`src/soc_pkg.sv`:
```
package soc_pkg;

    // access type carried on bus_read_type and bus_write_type
    typedef logic [2:0] access_t;

    // load codes
    localparam access_t LD_B  = 3'b000;
    localparam access_t LD_H  = 3'b001;
    localparam access_t LD_W  = 3'b010;
    localparam access_t LD_D  = 3'b011;
    localparam access_t LD_BU = 3'b100;
    localparam access_t LD_HU = 3'b101;
    localparam access_t LD_WU = 3'b110;

    // store codes
    localparam access_t ST_B = 3'b000;
    localparam access_t ST_H = 3'b001;
    localparam access_t ST_W = 3'b010;
    localparam access_t ST_D = 3'b011;

    // data RAM window starts here, size comes from RAM_WORDS
    localparam logic [63:0] RAM_BASE = 64'h0000_0000_0000_0000;

    // single-register peripherals
    localparam logic [63:0] KEY_ADDR     = 64'h0000_0000_0000_f000;
    localparam logic [63:0] UART_ADDR    = 64'h0000_0000_0000_f008;
    localparam logic [63:0] SD_ADDR_REG  = 64'h0000_0000_0000_f010;
    localparam logic [63:0] SD_READ_REG  = 64'h0000_0000_0000_f018;
    localparam logic [63:0] SD_READY_REG = 64'h0000_0000_0000_f020;
    localparam logic [63:0] SD_AVAIL_REG = 64'h0000_0000_0000_f028;

    // sector buffer window, one byte per address
    localparam logic [63:0] SD_BUF_BASE  = 64'h0000_0000_0000_e000;
    localparam int          SD_BUF_BYTES = 512;

    // vector value raised for a key event
    localparam logic [3:0] IRQ_KEY = 4'd1;

endpackage

```
`src/sd_sector_buffer.sv`:
```
`timescale 1ns/10ps

module sd_sector_buffer (
    input  logic        CLOCK_50,
    input  logic        KEY0,
    input  logic        sd_addr_wr,
    input  logic        sd_read_wr,
    input  logic [31:0] sd_wdata,
    input  logic [8:0]  sd_buf_index,
    output logic [7:0]  sd_buf_byte,
    output logic        sd_avail,
    output logic        sd_rd_start,
    output logic [31:0] sd_addr,
    input  logic        sd_byte_available,
    input  logic [7:0]  sd_byte
);

    logic [7:0] sector_mem [soc_pkg::SD_BUF_BYTES];
    logic [8:0] byte_idx;
    logic       strobe_q;
    logic       capture;

    // one byte per rising edge of the controller strobe
    assign capture = sd_byte_available && !strobe_q;

    always_ff @(posedge CLOCK_50 or negedge KEY0) begin
        if (!KEY0) begin
            strobe_q <= 1'b0;
        end else begin
            strobe_q <= sd_byte_available;
        end
    end

    // sector address and read start pulse
    always_ff @(posedge CLOCK_50 or negedge KEY0) begin
        if (!KEY0) begin
            sd_addr     <= 32'd0;
            sd_rd_start <= 1'b0;
        end else begin
            sd_rd_start <= sd_read_wr;
            if (sd_addr_wr) begin
                sd_addr <= sd_wdata;
            end
        end
    end

    // index wraps to zero after the last byte of the sector
    always_ff @(posedge CLOCK_50 or negedge KEY0) begin
        if (!KEY0) begin
            byte_idx <= 9'd0;
            sd_avail <= 1'b0;
        end else begin
            if (capture) begin
                byte_idx <= byte_idx + 9'd1;
            end
            if (sd_rd_start) begin
                sd_avail <= 1'b0;
            end else if (capture && byte_idx == 9'(soc_pkg::SD_BUF_BYTES - 1)) begin
                sd_avail <= 1'b1;
            end
        end
    end

    // capture storage with a registered read port
    always_ff @(posedge CLOCK_50) begin
        if (capture) begin
            sector_mem[byte_idx] <= sd_byte;
        end
        sd_buf_byte <= sector_mem[sd_buf_index];
    end

endmodule

```
`config.mk`:
```
export PLATFORM = sky130hd
export DESIGN_NAME = sd_sector_buffer
export DESIGN_NICKNAME = d
export VERILOG_FILES = /design/src/soc_pkg.sv /design/src/sd_sector_buffer.sv
export SDC_FILE = /design/constraint.sdc
export NUM_CORES = 2
export LEC_CHECK = 0
export ABC_AREA = 1
export BUFFER_PORTS_ARGS = -buffer_cell sky130_fd_sc_hd__buf_2
export CAP_MARGIN = 40
export CORE_MARGIN = 4
export CORE_UTILIZATION = 25
export DETAILED_ROUTE_END_ITERATION = 10
export PLACE_DENSITY = 0.41
export SLEW_MARGIN = 20
export SYNTH_ARGS = -nofsm -noshare
export SYNTH_HDL_FRONTEND = slang
export SYNTH_SLANG_ARGS = --single-unit
```
`constraint.sdc`:
```
create_clock -name CLOCK_50 -period 6.4 [get_ports CLOCK_50]
set_input_delay 0 -clock CLOCK_50 [delete_from_list [all_inputs] [get_ports CLOCK_50]]
set_output_delay 0 -clock CLOCK_50 [all_outputs]
set_load 0.01 [all_outputs]
```
==> impl_metrics.csv <==
group,metric,value,unit
outcome,status,"completed",
grt,grt_util_met3,0.0194,
sta,post-route-period-util,0.613,
grt,gr-usage-met1,0.223,
sta,finalClockSkew,0.128,ns
clock_tree,clk_pin_slew,0.06,ns
worst_setup_path,r2r_setup_slack,2.47,ns
floorplanning,core_region_area,671000,µm²
grt,grt_max_degree,175,
power,p_per_area,308,nW/µm²
clock_tree,root_buffer,"clkbuf_16",
drt,wl,551,mm
logic_synthesis,synth_cells,14000,
logic_synthesis,ys_seq_area_frac,0.738,
worst_setup_path,crit_required,7.03,ns
sta,setup_tns,0,ns
power,p_clk_frac,0.421,
drt,wl_per_cell,23.6,µm
drt,postRouteAntennaNets,0,
logic_synthesis,yosys.area.top_type,"edfxtp_1",
finish,areaGrowthSynthToFinish,15.1,%
sta,relSlewSlack,0.267,
logic_synthesis,yosys.area_share.simple,0.226,
drt,dr.pass1.iters,7,
finish,fin_util,0.289,
worst_setup_path,path_buf_inv,5,
logic_synthesis,synthXorXnorAreaFrac,0.000312,
drt,first_iter_violations,9813,
worst_setup_path,cp-startpoint,"strobe_q",
logic_synthesis,yosysTopAreaCellShare,0.731,
floorplanning,initial_core_util,0.251,
clock_tree,clock_sinks,4148,
power,power_frac_seq,0.504,
grt,grt_overflow,0,
worst_setup_path,worst_path_most_repeated_cell,"nor2_1",
floorplanning,rows,301,
worst_setup_path,crit_fanout,20,
power,internal_power,45000,µW
place,finalWeightedCongestion,0.778,
logic_synthesis,postSynthAreaPerCell,12.0,µm²
sta,fmax,255,MHz
clock_tree,worstSkewPairLatency,1.05,ns
grt,track_usage,0.154,
floorplanning,die_y,829,µm
clock_tree,numCtsBuffers,453,
drt,drc,0,
sta,finalHoldViolCount,0,
drt,num_vias,108000,
power,p_leak,0.0655,µW
floorplanning,die_x,829,µm
finish,drive_above_1_share,0.0759,
worst_setup_path,endpoint_kind,"flip-flop",
worst_setup_path,path_delay_family,"simple AND/OR/NAND/NOR gates",
grt,busiest_layer,"met2",
clock_tree,clock_path_buffers,4,
power,p_sw,14700,µW
worst_hold_path,hp-class,"primary input to flip-flop",
clock_tree,cts_tree,"done",
worst_setup_path,path_cells,"nor2_2 > buf_4 > inv_1 > nor2_1 > inv_1 > nor2_1 > inv_4 > buf_4 > nor2_1",
logic_synthesis,synth_fa_ha_area_frac,0.000372,
clock_tree,cts_setup_buffers,0,
sta,setup_violations,0,
sta,drv_slew,0,
clock_tree,htree_levels,5,
power,p_sw_frac,0.247,
worst_setup_path,cpPeakStageDelay,0.69,ns
job,maxCapViolations,0,
worst_setup_path,cp_slowest_cell,"nor2_1",
logic_synthesis,yosys_warnings,0,
logic_synthesis,synth_area,168000,µm²
logic_synthesis,ys_ff_latch,4148,
worst_setup_path,worstSetupStartpointType,"flip-flop",
power,p_comb_frac,0.075,
logic_synthesis,synth_mux_area_frac,0.00214,
worst_hold_path,worstHoldStart,"sd_byte[6]",
worst_setup_path,crit_arrival,4.55,ns
floorplanning,die-area,687000,µm²
drt,viasPerCell,4.61,
worst_setup_path,critical_path_class,"flip-flop to flip-flop",
grt,antenna_found_initial,42,
logic_synthesis,synth_fp_nets,14100,
finish,nNetsFinal,14100,
logic_synthesis,synth-compound-area-share,0.0000892,
logic_synthesis,synthDistinctLibCells,25,
grt,grt_pass1_vias,105000,
sta,rsz0062_at_grt,"false",
grt,use_met2,0.246,
place,detailed_place_hpwl,305,mm
floorplanning,io_pins,96,
power,ir_drop,0.220,mV
sta,tightest_slew,1.10,ns
logic_synthesis,synth.area.top_cells,"edfxtp_1 (73%), nand3_1 (12%), nand2_1 (9.3%), buf_2 (1.5%), nor2_1 (1.1%)",
sta,final.min_clock_period,3.93,ns
grt,grt_pass1_wl,788,mm
logic_synthesis,synth_top_family_by_area,"simple AND/OR/NAND/NOR gates",
place,portBuffers,95,
worst_setup_path,rr_startpoint,"strobe_q",
## cells in the mapped netlist (all sizes together)
| master | n |
|---|---|
| a21oi | 1 |
| buf | 794 |
| clkbuf | 183 |
| clkinv | 1 |
| dfrtp | 44 |
| dfxtp | 8 |
| edfxtp | 4096 |
| ha | 5 |
| inv | 76 |
| mux2 | 32 |
| nand2 | 4175 |
| nand3 | 4088 |
| nor2 | 504 |
| nor3 | 9 |
| nor4 | 1 |
| o21ai | 2 |
| xor2 | 6 |
## cell type report
type                            instances  area, µm²
Fill cell                           68700     478000
Sequential cell                      4148     124000
Multi-Input combinational cell       8823      38700
Clock buffer                          571      11800
Tap cell                             8938      11200
Timing Repair Buffer                  536       5380
Clock inverter                        250       2050
Inverter                               77        372
Antenna cell                            9       22.5
## registers in the layout (all words and copies together) (netlist names)
register	count
sector_mem	4096
byte_idx	9
sd_addr	32
strobe_q	1
sd_buf_byte	8
sd_avail	1
sd_rd_start	1
## cell usage in the layout (no fill, tap or decap), types with 3 or more instances in the layout
cell           instances
clkinv_1             113
buf_12                70
inv_6                 11
nor3_1                 7
clkinv_2              80
bufinv_16             24
clkbuf_1             115
buf_6                  4
dfrtp_1               44
nor2_1               484
diode_2                9
buf_16                11
inv_4                 10
dfxtp_1                8
buf_8                 19
nand2_2                6
inv_1                 60
nor2_2                18
xor2_1                 6
buf_4                231
nand3_1             4082
buf_2                 81
nand3_4                6
inv_8                  3
clkbuf_16            454
mux2_2                32
clkinv_8               7
clkinvlp_4             5
ha_1                   5
nand2_1             4168
edfxtp_1            4096
inv_16                 7
dlygate4sd3_1        120
clkinv_16              5
## worst reg2reg max path, stage by stage, from the launching register on
cell	delay (ns)
dfrtp_1	0.37
nor2_2	0.10
buf_4	0.27
inv_1	0.09
nor2_1	0.30
inv_1	0.15
nor2_1	0.69
inv_4	0.35
buf_4	0.54
nor2_1	0.74
## per-layer routing
layer | vias up | wire [µm]
li1 | 50000 | -
met1 | 54400 | 257000
met2 | 2661 | 254000
met3 | 688 | 27600
met4 | 0 | 12300
met5 | - | 0
## logic make-up (layout without fill, tap and decap cells)
family          Yosys count  count (layout)
xor+xnor                  6               6
simple gates           8777            8777
mux                      32              32
other cells               0               9
fa+ha+maj                 5               5
compound gates            3               3
flops                  4148            4148
buf+inv                1054            1434
## worst paths after layout
check / end / cells past startpoint
worst min register to register: sd_avail / 1
worst min-delay path: sector_mem[290][6] / 2
min in group asynchronous: sd_addr[18] / 4
worst max-delay path: sector_mem[375][0] / 9
max in group asynchronous: byte_idx[7] / 4
worst max register to register: sector_mem[375][0] / 9
## timing repair
action                                 4_1_cts  5_1_grt
hold buffers                               120        0
endpoints found under the hold margin     2363        0
gates resized for setup                      0        0
## stage by stage
| stage | setup WS (ns) | cell area (µm²) | total power [µW] | hold slack, ns | instances |
|---|---|---|---|---|---|
| after floorplan | 4.18 | 168000 | 32700 | -0.296 | 14000 |
| after global placement | 2.38 | 177000 | 35100 | 0.110 | 22300 |
| after detailed placement | 2.43 | 178000 | 35100 | 0.109 | 22300 |
| after CTS | 2.47 | 193000 | 60400 | 0.0218 | 23300 |
| after global routing | 2.34 | 194000 | 61800 | 0.0960 | 23300 |
| final | 2.47 | 194000 | 59700 | 0.124 | 23400 |
## power groups by stage
stage          clock network [µW]  logic, µW  registers (µW)
4_1_cts                     25700       4570           30100
6_report                    25100       4500           30100
3_3_place_gp                    0       4430           30700
2_1_floorplan                   0       2130           30600
3_5_place_dp                    0       4490           30700
5_1_grt                     26900       4860           30100
(Power assumes the default switching activity.)
