`config.mk`:
```
export PLATFORM = sky130hd
export DESIGN_NAME = key_irq_ctrl
export DESIGN_NICKNAME = d
export VERILOG_FILES = /design/src/soc_pkg.sv /design/src/key_irq_ctrl.sv
export SDC_FILE = /design/constraint.sdc
export NUM_CORES = 1
export LEC_CHECK = 0
export ABC_CLOCK_PERIOD_IN_PS = 1000
export BUFFER_PORTS_ARGS = -buffer_cell sky130_fd_sc_hd__buf_2
export CAP_MARGIN = 20
export CORE_AREA = 2 2 39 41
export DETAILED_ROUTE_END_ITERATION = 6
export DIE_AREA = 0 0 41 43
export GPL_ROUTABILITY_DRIVEN = 0
export PLACE_DENSITY_LB_ADDON = 0.2
export SLEW_MARGIN = 30
export SYNTH_ARGS = -nofsm -noshare
export SYNTH_HDL_FRONTEND = slang
export SYNTH_SLANG_ARGS = --single-unit
```
`constraint.sdc`:
```
create_clock -name CLOCK_50 -period 1 [get_ports CLOCK_50]
set_input_delay 0.15 -clock CLOCK_50 [delete_from_list [all_inputs] [get_ports CLOCK_50]]
set_output_delay 0.15 -clock CLOCK_50 [all_outputs]
set_load 0.1 [all_outputs]
```
`src/soc_pkg.sv`:
```
package soc_pkg;

    // access type carried on bus_read_type and bus_write_type
    typedef logic [2:0] access_t;

    // load codes
    localparam access_t LD_B  = 3'b000;
    localparam access_t LD_H  = 3'b001;
    localparam access_t LD_W  = 3'b010;
    localparam access_t LD_D  = 3'b011;
    localparam access_t LD_BU = 3'b100;
    localparam access_t LD_HU = 3'b101;
    localparam access_t LD_WU = 3'b110;

    // store codes
    localparam access_t ST_B = 3'b000;
    localparam access_t ST_H = 3'b001;
    localparam access_t ST_W = 3'b010;
    localparam access_t ST_D = 3'b011;

    // data RAM window starts here, size comes from RAM_WORDS
    localparam logic [63:0] RAM_BASE = 64'h0000_0000_0000_0000;

    // single-register peripherals
    localparam logic [63:0] KEY_ADDR     = 64'h0000_0000_0000_f000;
    localparam logic [63:0] UART_ADDR    = 64'h0000_0000_0000_f008;
    localparam logic [63:0] SD_ADDR_REG  = 64'h0000_0000_0000_f010;
    localparam logic [63:0] SD_READ_REG  = 64'h0000_0000_0000_f018;
    localparam logic [63:0] SD_READY_REG = 64'h0000_0000_0000_f020;
    localparam logic [63:0] SD_AVAIL_REG = 64'h0000_0000_0000_f028;

    // sector buffer window, one byte per address
    localparam logic [63:0] SD_BUF_BASE  = 64'h0000_0000_0000_e000;
    localparam int          SD_BUF_BYTES = 512;

    // vector value raised for a key event
    localparam logic [3:0] IRQ_KEY = 4'd1;

endpackage

```
`src/key_irq_ctrl.sv`:
```
`timescale 1ns/10ps

module key_irq_ctrl (
    input  logic       CLOCK_50,
    input  logic       KEY0,
    input  logic       key_valid,
    input  logic [7:0] key_ascii,
    input  logic       interrupt_ack,
    output logic [7:0] key_ascii_q,
    output logic [3:0] interrupt_vector
);

    logic key_event;

    // only printable events interrupt, a zero code is stored silently
    assign key_event = key_valid && (key_ascii != 8'd0);

    // last character seen, read back through KEY_ADDR
    always_ff @(posedge CLOCK_50 or negedge KEY0) begin
        if (!KEY0) begin
            key_ascii_q <= 8'd0;
        end else if (key_valid) begin
            key_ascii_q <= key_ascii;
        end
    end

    // level interrupt held until the core acknowledges
    always_ff @(posedge CLOCK_50 or negedge KEY0) begin
        if (!KEY0) begin
            interrupt_vector <= 4'd0;
        end else if (key_event) begin
            // a new key beats a same-cycle ack
            interrupt_vector <= soc_pkg::IRQ_KEY;
        end else if (interrupt_ack && (interrupt_vector != 4'd0)) begin
            interrupt_vector <= 4'd0;
        end
    end

endmodule

```
==> metrics.txt, run 1 <==
Synth Instances 27; delay-heaviest family, CP flip-flops; final-report max-slew violation count 0; leakage 0.0003015 µW; post-place setup slack -117.1 ps; post-synthesis sequential element count 9; Sequential Area 254.0 µm²; antenna violations before repair 0; final worst path period share 106.5%; Post-synth EDFFs 0; DIE AREA 1763 µm²; PwrDens 1872 nW/µm²; TritonCTS clock tree yes; Critical Path, Cell by Cell buf_12; Port Buffers 20; total number of yosys warnings 0; Max rail drop VDD 0.9099 mV; Arr. time, crit path 920 ps; crit-path max cell delay 490 ps; via count 283; slowest CP cell dfrtp_4; vias in the first global route 290; Post-Route WL 781 µm; DRC 0; # diodes 0; drt initial violations 0; TritonCTS buffer count 3; Multi-input gate area 130.1 µm²; Total GRT Usage 9.980%; failing checks negative setup slack; Initial Utilization 27.40%; Hold Crit Class input port to flop; largest net degree at the start of global routing 10; mean routed wirelength per cell 11.66 µm; Final Hold Viols 0; Layout area overhead 81.19%; Util after Layout 49.64%; CP required 850 ps; CP Buf/Inv Count 1; Die W 41 µm; # fillers 129; crit path max fanout 2; Period minus WS final 1065 ps; part of the Yosys area used for sequential elements 59.41%; fmax 938.6 MHz; Crit Path Class flop to primary output; Primary FF master, synth dfrtp_1; Rows 14; Synth area leader dfrtp_1; status finished, violations left; antenna-violating nets left 0; most frequent cell after synthesis dfrtp_1; Critical Path Start Type flop; number of max-cap violations 0; fraction of layout cells with a size suffix above 1 82.35%; Layout Nets 64; post-cts resize count 0; fraction of registers with async set/reset 100.0%; Setup Skew 0 ps; Via density 4.224; Setup crit end kind primary output; clock sinks 9; Post-Syn Area 379.1 µm²; Clock transition at path regs 60 ps; final setup vio count 8; Max clock buf depth 2; Worst-Skew Late Latency 250 ps; clock root cell clkbuf_4; I/O pins 24; total grt overflow 0; PnR worst setup slack -65.37 ps; 1st-pass router iterations 1; Synth top area share 59.41%; Core ar. 1384 µm²; commonest cells in the netlist dfrtp_1 (9), mux2_2 (8), buf_4 (3); RSZ-0062 raised after global routing yes; Distinct cells, synth 9; H-tree Lvls 1; wire length of the first global-routing pass 1159 µm; Mean Syn Cell Area 14.04 µm²; die height 43 µm; Area contributors post-synth dfrtp_1 (59%), mux2_2 (24%), buf_4 (5.9%)
-- flip-flops by register name, summed over array words and instances (netlist names) --
register,cells
interrupt_vector,1
key_ascii_q,8
-- stage by stage --
stage	cell area, µm²	TNS, ps	hold WS [ps]	instances	total power, µW
floorplan	415.4	-181.2	-145.6	29	811.3
global placement	643.1	-110.4	4.257	61	1006
detailed placement	643.1	-117.1	12.53	61	1012
CTS	686.9	-539.3	52.29	67	1303
global route	686.9	-689.2	44.08	67	1340
finish	686.9	-451.9	54.73	67	1286
-- where the power goes --
part	leakage (µW)	internal (µW)	switching (µW)	total, µW
Sequential	0.0000961	419	36.7	456
Combinational	0.000190	191	362	552
Clock	0.0000150	154	124	278
-- placed cells by master, fill, tap and decap left out, drive strengths merged --
cell type	count
o21ai	2
or4	2
buf	21
dlygate4sd3	1
conb	3
clkbuf	4
mux2	8
inv	1
dfrtp	9
-- worst paths after layout --
kind,cells after the start,from,to,slack [ps]
worst max register to register,2,key_ascii_q[1]$_DFFE_PN0P_,key_ascii_q[1]$_DFFE_PN0P_,10
worst min register to register,1,key_ascii_q[0]$_DFFE_PN0P_,key_ascii_q[0]$_DFFE_PN0P_,560
worst max-delay path,1,key_ascii_q[5]$_DFFE_PN0P_,key_ascii_q[5],-70
min in group asynchronous,2,KEY0,key_ascii_q[1]$_DFFE_PN0P_,270
worst min-delay path,2,interrupt_ack,interrupt_vector[0]$_DFFE_PN0P_,50
max in group asynchronous,2,KEY0,key_ascii_q[6]$_DFFE_PN0P_,540
-- layer usage --
metal	up-vias	track usage (%)	wire length [µm]
li1	137	-	-
met1	137	10.77	288
met2	9	15.94	435
met3	0	3.141	56
met4	0	6.000	0
met5	-	0	0
-- area by class of cell --
type | instances | share of cell area (%)
Inverter | 1 | 0.5464
Multi-Input combinational cell | 15 | 18.94
Sequential cell | 9 | 36.98
Timing Repair Buffer | 22 | 36.79
Tap cell | 16 | 2.914
Clock buffer | 4 | 3.825
-- cell families after synthesis --
family / share of synthesized area (%)
buf+inv: 8.248
simple gates: 4.951
compound gates: 2.640
mux: 23.76
other cells: 0.9891
flops: 59.41
-- timing repair --
item                                    4_1_cts  5_1_grt
endpoints found under the setup margin        9       10
hold endpoints to repair                      9        0
buffers inserted                              1        0
hold buffers                                  1        0
Note: power is estimated with default switching activity, not from simulation.
==> inputs of run 2 (changes only) <==
--- a/config.mk
+++ b/config.mk
@@ -12,6 +12,7 @@
 export DETAILED_ROUTE_END_ITERATION = 6
 export DIE_AREA = 0 0 41 43
 export GPL_ROUTABILITY_DRIVEN = 0
+export GPL_TIMING_DRIVEN = 0
 export PLACE_DENSITY_LB_ADDON = 0.2
 export SLEW_MARGIN = 30
 export SYNTH_ARGS = -nofsm -noshare
==> run 2 against run 1 <==
  * Power increased by 0.39%
  * Critical path depth unchanged
  * Sequential power about the same
  * Critical endpoint is now key_ascii_q[6]
  * Cell area increased by 2.2%
  * Clock power about the same
  * The run still ends with negative setup slack left
  * Non-clock buffer count increased by 2
==> metrics.txt, run 2 (synthesis results as in run 1) <==
Post-Route WL 764 µm (was 781 µm); Tot Pwr 1291 µW (was 1286 µW); failing checks negative setup slack (unchanged); # diodes 0 (unchanged); PwrDens 1839 nW/µm² (was 1872 nW/µm²); Reg2Reg Depth 1 (was 2); Crit Path Class flop to primary output (unchanged); Multi-input gate area 130.1 µm² (unchanged); fmax 936.8 MHz (was 938.6 MHz); most common cell after layout, fill and taps aside buf_2 (unchanged); sequential power share 35.4% (was 35.5%); Layout Nets 66 (was 64); Total GRT Usage 9.635% (was 9.980%); Placed Area 530.5 µm² (was 643.1 µm²); mean routed wirelength per cell 11.07 µm (was 11.66 µm); CP Buf/Inv Count 1 (unchanged); vias in the first global route 287 (was 290); Critical Path, Cell by Cell buf_12 (unchanged); Arr. time, crit path 920 ps (about the same); Max rail drop VDD 0.6615 mV (was 0.9099 mV); DIE AREA 1763 µm² (unchanged); switching pwr 524.1 µW (was 522.3 µW); Hold Crit Class input port to flop (unchanged); final-report max-slew violation count 0 (unchanged); antenna violations before repair 0 (unchanged); Rows 14 (unchanged); H-tree Lvls 1 (unchanged); status finished, violations left (unchanged); I/O pins 24 (unchanged); Layout area overhead 85.15% (was 81.19%); TritonCTS clock tree yes (unchanged); Clock power frac 21.6% (about the same); Core ar. 1384 µm² (unchanged); Max clock buf depth 2 (unchanged); Sequential Area 254.0 µm² (unchanged); most frequent cells in the layout buf_2 (11), buf_12 (9), mux2_2 (8) (unchanged); TritonCTS buffer count 3 (unchanged); DRC 0 (unchanged); Util after Layout 50.72% (was 49.64%); PnR worst setup slack -67.46 ps (was -65.37 ps); largest registers key_ascii_q: 8 flops, interrupt_vector: 1 flops (unchanged); # fillers 126 (was 129); fraction of layout cells with a size suffix above 1 83.02% (was 82.35%); Initial Utilization 27.40% (unchanged); Critical Path Start Type flop (unchanged); antenna-violating nets left 0 (unchanged); final worst path period share 106.7% (was 106.5%); Finished Layout Cells 69 (was 67); Comb power frac 43.0% (was 42.9%); WHS Path Cells 2 (unchanged); RSZ-0062 raised after global routing yes (unchanged); Setup crit end kind primary output (unchanged); Port Buffers 19 (was 20); Worst-Skew Late Latency 250 ps (about the same); leakage 0.0003130 µW (was 0.0003015 µW); die height 43 µm (unchanged); switch share 40.60% (was 40.62%); clock sinks 9 (unchanged); Final Cell Area 701.9 µm² (was 686.9 µm²); crit-path max cell delay 490 ps (about the same); Post-Place Cells 64 (was 61); crit path max fanout 2 (unchanged); 1st-pass router iterations 2 (was 1); CP required 850 ps (about the same); Int Power 766.8 µW (was 763.5 µW); via count 289 (was 283); Final Hold Viols 0 (unchanged); Setup Skew 0 ps (unchanged); clock root cell clkbuf_4 (unchanged); Clock transition at path regs 60 ps (about the same); post-detail-place hpwl 567.9 µm; Crit path depth 1 (unchanged); final setup vio count 9 (was 8); number of max-cap violations 0 (unchanged); slowest CP cell dfrtp_4 (unchanged); drt initial violations 2 (was 0); Die W 41 µm (unchanged); max reg flops 8 (unchanged); Via density 4.188 (was 4.224); wire length of the first global-routing pass 1117 µm (was 1159 µm); delay-heaviest family, CP flip-flops (unchanged); Period minus WS final 1067 ps (was 1065 ps); post-place setup slack -105.4 ps (was -117.1 ps); Most flops, register key_ascii_q (unchanged); largest net degree at the start of global routing 10 (unchanged); total grt overflow 0 (unchanged)
run 2: cell count changes in the layout (fill, tap and decap cells not counted):
cell,change
buf_4,+2
run 2: timing repair:
item	in CTS	in global routing
setup endpoints to repair	9	9
gates resized for setup	32	4
setup buffers	0	0
hold buffers	1	0
hold endpoints to repair	9	0
run 2: power by group through the flow:
stage	registers [µW]	logic (µW)	clock network, µW
3_5_place_dp	442	441	0
6_report	457	555	279
4_1_cts	455	544	285
3_3_place_gp	441	441	0
2_1_floorplan	709	103	0
5_1_grt	460	572	295
run 2: final cells by class:
| cell class | count | share of cell area (%) |
|---|---|---|
| multi-input cells | 15 | 18.54 |
| inverters | 1 | 0.5348 |
| plain buffers | 4 | 3.922 |
| well taps | 16 | 2.852 |
| clock buffers | 4 | 3.743 |
| flip-flops and latches | 9 | 36.19 |
| repair buffers | 20 | 34.22 |
run 2: metrics by stage:
stage	hold slack, ps	setup TNS (ps)
floorplan	-145.6	-181.2
global placement	14.68	-107.1
detailed placement	11.68	-105.4
CTS	46.48	-519.6
global route	63.45	-596.5
finish	52.66	-459.6
run 2: final timing paths:
path	startpoint	end	slack, ps
setup / recovery	key_ascii_q[6]$_DFFE_PN0P_	key_ascii_q[6]	-70
hold / removal	interrupt_ack	interrupt_vector[0]$_DFFE_PN0P_	50
setup reg to reg	key_ascii_q[1]$_DFFE_PN0P_	key_ascii_q[1]$_DFFE_PN0P_	140
hold reg to reg	key_ascii_q[0]$_DFFE_PN0P_	key_ascii_q[0]$_DFFE_PN0P_	560
max in group asynchronous	KEY0	key_ascii_q[5]$_DFFE_PN0P_	540
min in group asynchronous	KEY0	key_ascii_q[7]$_DFFE_PN0P_	270
run 2: metal layers:
layer  GRT usage (%)  up-vias  wire length, µm  share of wire (%)
li1                -      138                -                  -
met1           11.96      142              294                 38
met2           13.75        9              419                 55
met3           3.141        0               50                6.5
met4           6.000        0                0                  0
met5               0        -                0                  0
