**src/soc_pkg.sv**
```systemverilog
package soc_pkg;

    // access type carried on bus_read_type and bus_write_type
    typedef logic [2:0] access_t;

    // load codes
    localparam access_t LD_B  = 3'b000;
    localparam access_t LD_H  = 3'b001;
    localparam access_t LD_W  = 3'b010;
    localparam access_t LD_D  = 3'b011;
    localparam access_t LD_BU = 3'b100;
    localparam access_t LD_HU = 3'b101;
    localparam access_t LD_WU = 3'b110;

    // store codes
    localparam access_t ST_B = 3'b000;
    localparam access_t ST_H = 3'b001;
    localparam access_t ST_W = 3'b010;
    localparam access_t ST_D = 3'b011;

    // data RAM window starts here, size comes from RAM_WORDS
    localparam logic [63:0] RAM_BASE = 64'h0000_0000_0000_0000;

    // single-register peripherals
    localparam logic [63:0] KEY_ADDR     = 64'h0000_0000_0000_f000;
    localparam logic [63:0] UART_ADDR    = 64'h0000_0000_0000_f008;
    localparam logic [63:0] SD_ADDR_REG  = 64'h0000_0000_0000_f010;
    localparam logic [63:0] SD_READ_REG  = 64'h0000_0000_0000_f018;
    localparam logic [63:0] SD_READY_REG = 64'h0000_0000_0000_f020;
    localparam logic [63:0] SD_AVAIL_REG = 64'h0000_0000_0000_f028;

    // sector buffer window, one byte per address
    localparam logic [63:0] SD_BUF_BASE  = 64'h0000_0000_0000_e000;
    localparam int          SD_BUF_BYTES = 512;

    // vector value raised for a key event
    localparam logic [3:0] IRQ_KEY = 4'd1;

endpackage

```
**src/soc_bus_bridge.sv**
```systemverilog
`timescale 1ns/10ps

module soc_bus_bridge #(
    parameter int RAM_WORDS = 1024
) (
    input  logic                         CLOCK_50,
    input  logic                         KEY0,
    input  logic [63:0]                  bus_address,
    input  logic                         bus_read_enable,
    input  soc_pkg::access_t             bus_read_type,
    input  logic                         bus_write_enable,
    input  soc_pkg::access_t             bus_write_type,
    input  logic [63:0]                  bus_write_data,
    output logic [63:0]                  bus_read_data,
    output logic                         bus_read_done,
    output logic                         bus_write_done,
    output logic [$clog2(RAM_WORDS)-1:0] ram_addr,
    output logic [3:0]                   ram_wstrb,
    output logic [31:0]                  ram_wdata,
    input  logic [31:0]                  ram_rdata,
    input  logic [7:0]                   key_ascii_q,
    output logic                         uart_valid,
    output logic [7:0]                   uart_data,
    input  logic                         uart_ready,
    output logic                         sd_addr_wr,
    output logic                         sd_read_wr,
    output logic [31:0]                  sd_wdata,
    input  logic                         sd_ready,
    input  logic                         sd_avail,
    output logic [8:0]                   sd_buf_index,
    input  logic [7:0]                   sd_buf_byte
);

    localparam int          AW      = $clog2(RAM_WORDS);
    localparam logic [63:0] RAM_END = soc_pkg::RAM_BASE + 64'(4 * RAM_WORDS);
    localparam logic [63:0] BUF_END = soc_pkg::SD_BUF_BASE + 64'(soc_pkg::SD_BUF_BYTES);

    typedef enum logic [2:0] {
        S_IDLE, S_RD_WAIT, S_RD_HI, S_WR_HI, S_WR_END, S_UART_WAIT
    } state_t;

    typedef enum logic [3:0] {
        T_NONE, T_RAM, T_KEY, T_UART, T_SD_ADDR, T_SD_READ,
        T_SD_READY, T_SD_AVAIL, T_SD_BUF
    } target_t;

    state_t           state;
    target_t          tgt;
    target_t          tgt_q;
    soc_pkg::access_t type_q;
    logic [1:0]       off_q;
    logic             wr_go;

    // sign or zero extend the addressed bytes of a RAM word
    function automatic logic [63:0] load_extend(input logic [31:0] word,
                                                input soc_pkg::access_t typ,
                                                input logic [1:0] off);
        logic [31:0] sh;
        sh = word >> (8 * off);
        case (typ)
            soc_pkg::LD_B:  load_extend = {{56{sh[7]}}, sh[7:0]};
            soc_pkg::LD_H:  load_extend = {{48{sh[15]}}, sh[15:0]};
            soc_pkg::LD_W:  load_extend = {{32{sh[31]}}, sh};
            soc_pkg::LD_BU: load_extend = {56'd0, sh[7:0]};
            soc_pkg::LD_HU: load_extend = {48'd0, sh[15:0]};
            default:        load_extend = {32'd0, sh};
        endcase
    endfunction

    // address decode, RAM first since it is the widest window
    always_comb begin
        tgt = T_NONE;
        if (bus_address >= soc_pkg::RAM_BASE && bus_address < RAM_END) begin
            tgt = T_RAM;
        end else if (bus_address >= soc_pkg::SD_BUF_BASE && bus_address < BUF_END) begin
            tgt = T_SD_BUF;
        end else if (bus_address == soc_pkg::KEY_ADDR) begin
            tgt = T_KEY;
        end else if (bus_address == soc_pkg::UART_ADDR) begin
            tgt = T_UART;
        end else if (bus_address == soc_pkg::SD_ADDR_REG) begin
            tgt = T_SD_ADDR;
        end else if (bus_address == soc_pkg::SD_READ_REG) begin
            tgt = T_SD_READ;
        end else if (bus_address == soc_pkg::SD_READY_REG) begin
            tgt = T_SD_READY;
        end else if (bus_address == soc_pkg::SD_AVAIL_REG) begin
            tgt = T_SD_AVAIL;
        end
    end

    assign wr_go = (state == S_IDLE) && bus_write_enable;

    // address is held by the core, so the second word is simply the next one
    assign ram_addr = bus_address[AW+1:2] + AW'(state != S_IDLE);

    // store steering onto byte lanes
    always_comb begin
        ram_wstrb = 4'b0000;
        ram_wdata = bus_write_data[31:0];
        if (wr_go && tgt == T_RAM) begin
            case (bus_write_type)
                soc_pkg::ST_B: begin
                    ram_wstrb = 4'b0001 << bus_address[1:0];
                    ram_wdata = {4{bus_write_data[7:0]}};
                end
                soc_pkg::ST_H: begin
                    ram_wstrb = 4'b0011 << {bus_address[1], 1'b0};
                    ram_wdata = {2{bus_write_data[15:0]}};
                end
                default: ram_wstrb = 4'b1111;
            endcase
        end else if (state == S_WR_HI) begin
            // upper half of sd
            ram_wstrb = 4'b1111;
            ram_wdata = bus_write_data[63:32];
        end
    end

    // sd buffer and register strobes, registered inside the buffer
    assign sd_addr_wr   = wr_go && (tgt == T_SD_ADDR);
    assign sd_read_wr   = wr_go && (tgt == T_SD_READ);
    assign sd_wdata     = bus_write_data[31:0];
    assign sd_buf_index = 9'(bus_address - soc_pkg::SD_BUF_BASE);

    // access sequencer and done flags
    always_ff @(posedge CLOCK_50 or negedge KEY0) begin
        if (!KEY0) begin
            state          <= S_IDLE;
            bus_read_done  <= 1'b1;
            bus_write_done <= 1'b1;
            uart_valid     <= 1'b0;
            tgt_q          <= T_NONE;
            type_q         <= soc_pkg::LD_B;
            off_q          <= 2'd0;
        end else begin
            case (state)
                S_IDLE: begin
                    if (bus_read_enable) begin
                        bus_read_done <= 1'b0;
                        tgt_q         <= tgt;
                        type_q        <= bus_read_type;
                        off_q         <= bus_address[1:0];
                        state         <= S_RD_WAIT;
                    end else if (bus_write_enable) begin
                        bus_write_done <= 1'b0;
                        if (tgt == T_UART) begin
                            uart_valid <= 1'b1;
                            state      <= S_UART_WAIT;
                        end else if (tgt == T_RAM && bus_write_type == soc_pkg::ST_D) begin
                            state <= S_WR_HI;
                        end else begin
                            // narrow stores land on this edge, unmapped ones are dropped
                            state <= S_WR_END;
                        end
                    end
                end
                S_RD_WAIT: begin
                    if (tgt_q == T_RAM && type_q == soc_pkg::LD_D) begin
                        state <= S_RD_HI;
                    end else begin
                        bus_read_done <= 1'b1;
                        state         <= S_IDLE;
                    end
                end
                S_RD_HI: begin
                    bus_read_done <= 1'b1;
                    state         <= S_IDLE;
                end
                S_WR_HI: begin
                    state <= S_WR_END;
                end
                S_WR_END: begin
                    bus_write_done <= 1'b1;
                    state          <= S_IDLE;
                end
                S_UART_WAIT: begin
                    // done follows the handshake, however long the sink stalls
                    if (uart_ready) begin
                        uart_valid     <= 1'b0;
                        bus_write_done <= 1'b1;
                        state          <= S_IDLE;
                    end
                end
                default: state <= S_IDLE;
            endcase
        end
    end

    // uart byte held until accepted
    always_ff @(posedge CLOCK_50) begin
        if (wr_go && tgt == T_UART) begin
            uart_data <= bus_write_data[7:0];
        end
    end

    // read data mux, RAM and buffer data arrive one cycle after the address
    always_ff @(posedge CLOCK_50) begin
        if (state == S_RD_WAIT) begin
            case (tgt_q)
                T_RAM: begin
                    if (type_q == soc_pkg::LD_D) begin
                        bus_read_data[31:0] <= ram_rdata;
                    end else begin
                        bus_read_data <= load_extend(ram_rdata, type_q, off_q);
                    end
                end
                T_KEY:      bus_read_data <= {56'd0, key_ascii_q};
                T_SD_READY: bus_read_data <= {63'd0, sd_ready};
                T_SD_AVAIL: bus_read_data <= {63'd0, sd_avail};
                T_SD_BUF:   bus_read_data <= {56'd0, sd_buf_byte};
                // unmapped or write-only
                default:    bus_read_data <= 64'd0;
            endcase
        end else if (state == S_RD_HI) begin
            bus_read_data[63:32] <= ram_rdata;
        end
    end

endmodule

```
**config.mk**
```make
export PLATFORM = sky130hd
export DESIGN_NAME = soc_bus_bridge
export DESIGN_NICKNAME = d
export VERILOG_FILES = /design/src/soc_pkg.sv /design/src/soc_bus_bridge.sv
export SDC_FILE = /design/constraint.sdc
export NUM_CORES = 1
export LEC_CHECK = 0
export ABC_AREA = 1
export BUFFER_PORTS_ARGS = -buffer_cell sky130_fd_sc_hd__buf_4
export CAP_MARGIN = 20
export CORE_AREA = 3 3 135 137
export CTS_CLUSTER_DIAMETER = 30
export CTS_CLUSTER_SIZE = 24
export DETAILED_ROUTE_END_ITERATION = 12
export DIE_AREA = 0 0 138 140
export PLACE_DENSITY = 0.69
export SETUP_SLACK_MARGIN = 0.2
export SKIP_LAST_GASP = 1
export SLEW_MARGIN = 20
export SYNTH_ARGS = -nofsm -noshare
export SYNTH_HDL_FRONTEND = slang
export SYNTH_SLANG_ARGS = --single-unit
```
**constraint.sdc**
```tcl
create_clock -name CLOCK_50 -period 3.1 [get_ports CLOCK_50]
set_input_delay 0.93 -clock CLOCK_50 [delete_from_list [all_inputs] [get_ports CLOCK_50]]
set_output_delay 0.93 -clock CLOCK_50 [all_outputs]
set_load 0.05 [all_outputs]
```
==> flow_summary.toml <==
[outcome]
status = "complete, but fails checks"
violations = "setup timing"

[sta]
fin_ws_ns = -0.206
drv_slew = 0
whs_ns = 0.428
rsz0062_at_grt = "true"
finClkSkew_ns = 0.00781
fin_crit_sh = 1.07
tightestPinTransition_ns = 1.05
slew-limit-headroom = 0.295
maxClockFrequency_ghz = 0.302
setup-violations-final = 30
min_period_ns = 3.31
finalHoldViolCount = 0

[power]
p_int_mw = 3.27
clockPowerShare = 0.161
combPwrFrac = 0.554
seqPwrFrac = 0.286
p_leak_nw = 5.32
ir_worst_vdd_mv = 0.391
netSwitchingPower_mw = 2.99
swShare = 0.478
p_per_area_mw_per_mm2 = 587

[cts]
cts_tree = "built"
clk_latency_ns = 0.34
cts_buffers = 9
cts.sinks = 87
clk_pin_slew_ns = 0.06
cts-htree-levels = 3
clockBufferDepth = 2
clockRootBuffer = "clkbuf_16"

[synth]
synth_edf_count = 72
synthMuxAreaShare = 0.0153
synth-compound-area-share = 0.206
synth_cells = 865
synth_area_leaders = "edfxtp_1, nand2_1, inv_1"
yosysWarnings = 0
async_reset_ff_frac = 0.172
yosysTopAreaCell = "edfxtp_1"
synth_top_area_frac = 0.330
synth_adder_area_share = 0.00382
synthSimpleGateAreaFrac = 0.225
synth.yosys.seq_area_share = 0.388
post_synth.cell_area_avg_sq_um = 7.57
synth_xor_xnor_area_share = 0.0107
synth_area_sq_mm = 0.00655
synth_seq_cells = 87
yosys_most_used_dff = "edfxtp_1"
synth_top_family_by_area = "simple AND/OR/NAND/NOR gates"
synth.distinct_cells = 44
syn-num-nets = 1056

[detailed_routing]
first_pass_iters = 6
routedWlPerCell_microns = 16.9
num_vias = 7260
drc = 0
drt-initial-drc-count = 448
vias_per_cell = 4.99
ant_nets = 0
drt-total-wl_mm = 24.5

[place]
dp_hpwl_mm = 19.5
gp_congestion = 0.925
dp.cells = 1420
dp_slack_ns = -0.252
io_buffer_count = 352

[cells_and_area]
mostFrequentLayoutCell = "buf_4"
area_growth_pct = 62.9
layout_common_cells = "buf_4, nand2_1, inv_1"
drive_gt1_frac = 0.457
nets = 1415
diodes = 0
stdcell_count = 1454

[worst_setup_path]
crit_arrival_ns = 2.38
cp.required_ns = 2.17
reg2reg_depth = 9
critPathLaunchType = "primary input"
end_kind = "output pin"
timing.rr.end = "bus_read_data[56]"
worstSetupPathType = "primary input to output pin"
crit_fanout = 19
r2r_slack_ns = 0.75
r2r_start = "off_q[1]"

[floorplan]
core_sq_mm = 0.0172
fp.dieH_microns = 140
placementRows = 48
num_io_pins = 353
initial_core_util = 0.381
die_area_sq_mm = 0.0193
dieWidth_microns = 138

[hold_path]
hp-class = "primary input to asynchronous set/reset pin"

[global_routing]
grt_antenna_before_repair = 1
grt_pass1_wl_mm = 37.0
first_global_vias = 7082
grt_usage = 0.239
grt_max_degree = 62
grt_overflow = 0

[flow_run]
max_cap_viol_count = 0
metal layers:
layer,global-route usage,share of wire
met1,0.263,0.36
met2,0.445,0.53
met3,0.0594,0.074
met4,0.0879,0.035
met5,0,0.00082
Yosys cell counts (2+ instances only):
library cell	count
nand2_1	205
inv_1	112
nor2_1	86
edfxtp_1	72
o21ai_0	62
a21oi_1	48
buf_4	42
o211ai_1	33
nand3_1	27
o21ai_2	24
clkbuf_1	17
dfrtp_1	13
buf_2	10
o211ai_2	10
nor3_1	9
o21ai_1	9
mux2_2	8
xor2_1	8
buf_6	7
inv_2	7
nand2_2	5
nand4_1	5
nor2_2	5
o22ai_1	5
a31oi_1	4
o2111ai_1	4
a211oi_1	3
nor2_4	3
o221ai_1	3
clkinv_4	2
dfstp_2	2
ha_1	2
nand3b_1	2
final cells by class:
class | count | area [sq um]
Clock inverter | 6 | 45.0
Inverter | 121 | 474
Sequential cell | 87 | 2540
Tap cell | 225 | 282
Timing Repair inverter | 1 | 20.0
Clock buffer | 10 | 229
Multi-Input combinational cell | 580 | 3560
Fill cell | 1546 | 6510
Timing Repair Buffer | 424 | 3520
worst max-delay path, stage by stage:
cell      delay, ns
buf_4          0.12
nor2_4         0.08
nand2_1        0.06
nor2_1         0.10
nand2_1        0.10
nor2_4         0.17
nand2_4        0.08
clkinv_4       0.08
nand2_8        0.08
buf_12         0.20
o211ai_2       0.10
o21ai_4        0.08
buf_4          0.19
worst max-delay path by stage:
stage,start,to,slack (ns)
after global routing,bus_address[59],ram_wdata[14],-0.28
after CTS,bus_address[62],sd_addr_wr,-0.21
after detailed placement,bus_address[11],sd_addr_wr,-0.25
after global placement,bus_address[11],sd_addr_wr,-0.24
after floorplan,bus_address[6],ram_addr[9],-0.002
final,bus_address[60],ram_wdata[29],-0.21
flip-flops by register name (all words and copies together) (netlist names):
name,flops
bus_read_done,1
bus_write_done,1
bus_read_data,64
state,3
type_q,3
tgt_q,4
uart_valid,1
uart_data,8
off_q,2
repair_timing:
item                                    CTS  global route
gates resized for setup                  87            23
gates cloned                              2             0
pin swaps                                15            13
buffers inserted                         12             4
endpoints found under the setup margin   36            36
hold buffers                              0             0
stage by stage:
stage | instance area [sq um] | TNS, ns | util | total power [mW]
2_1_floorplan | 6970 | -0.00242 | - | 4.18
3_3_place_gp | 9850 | -5.25 | 0.573 | 5.17
3_5_place_dp | 9850 | -5.97 | 0.573 | 5.20
4_1_cts | 10600 | -4.11 | 0.615 | 6.28
5_1_grt | 10700 | -7.27 | 0.621 | 6.63
6_report | 10700 | -4.75 | 0.621 | 6.26
power groups by stage:
stage	Clock (mW)	Combinational, mW	Sequential [mW]
global placement	0	3.36	1.81
global route	1.07	3.73	1.82
finish	1.01	3.46	1.79
CTS	1.02	3.47	1.79
detailed placement	0	3.38	1.82
floorplan	0	1.61	2.57
logic make-up after synthesis:
kind of cell / Yosys count
simple gates: 351
xor+xnor: 8
mux: 9
buf+inv: 199
flops: 87
compound gates: 209
fa+ha+maj: 2
No activity file was read; power rests on OpenSTA's default activity.
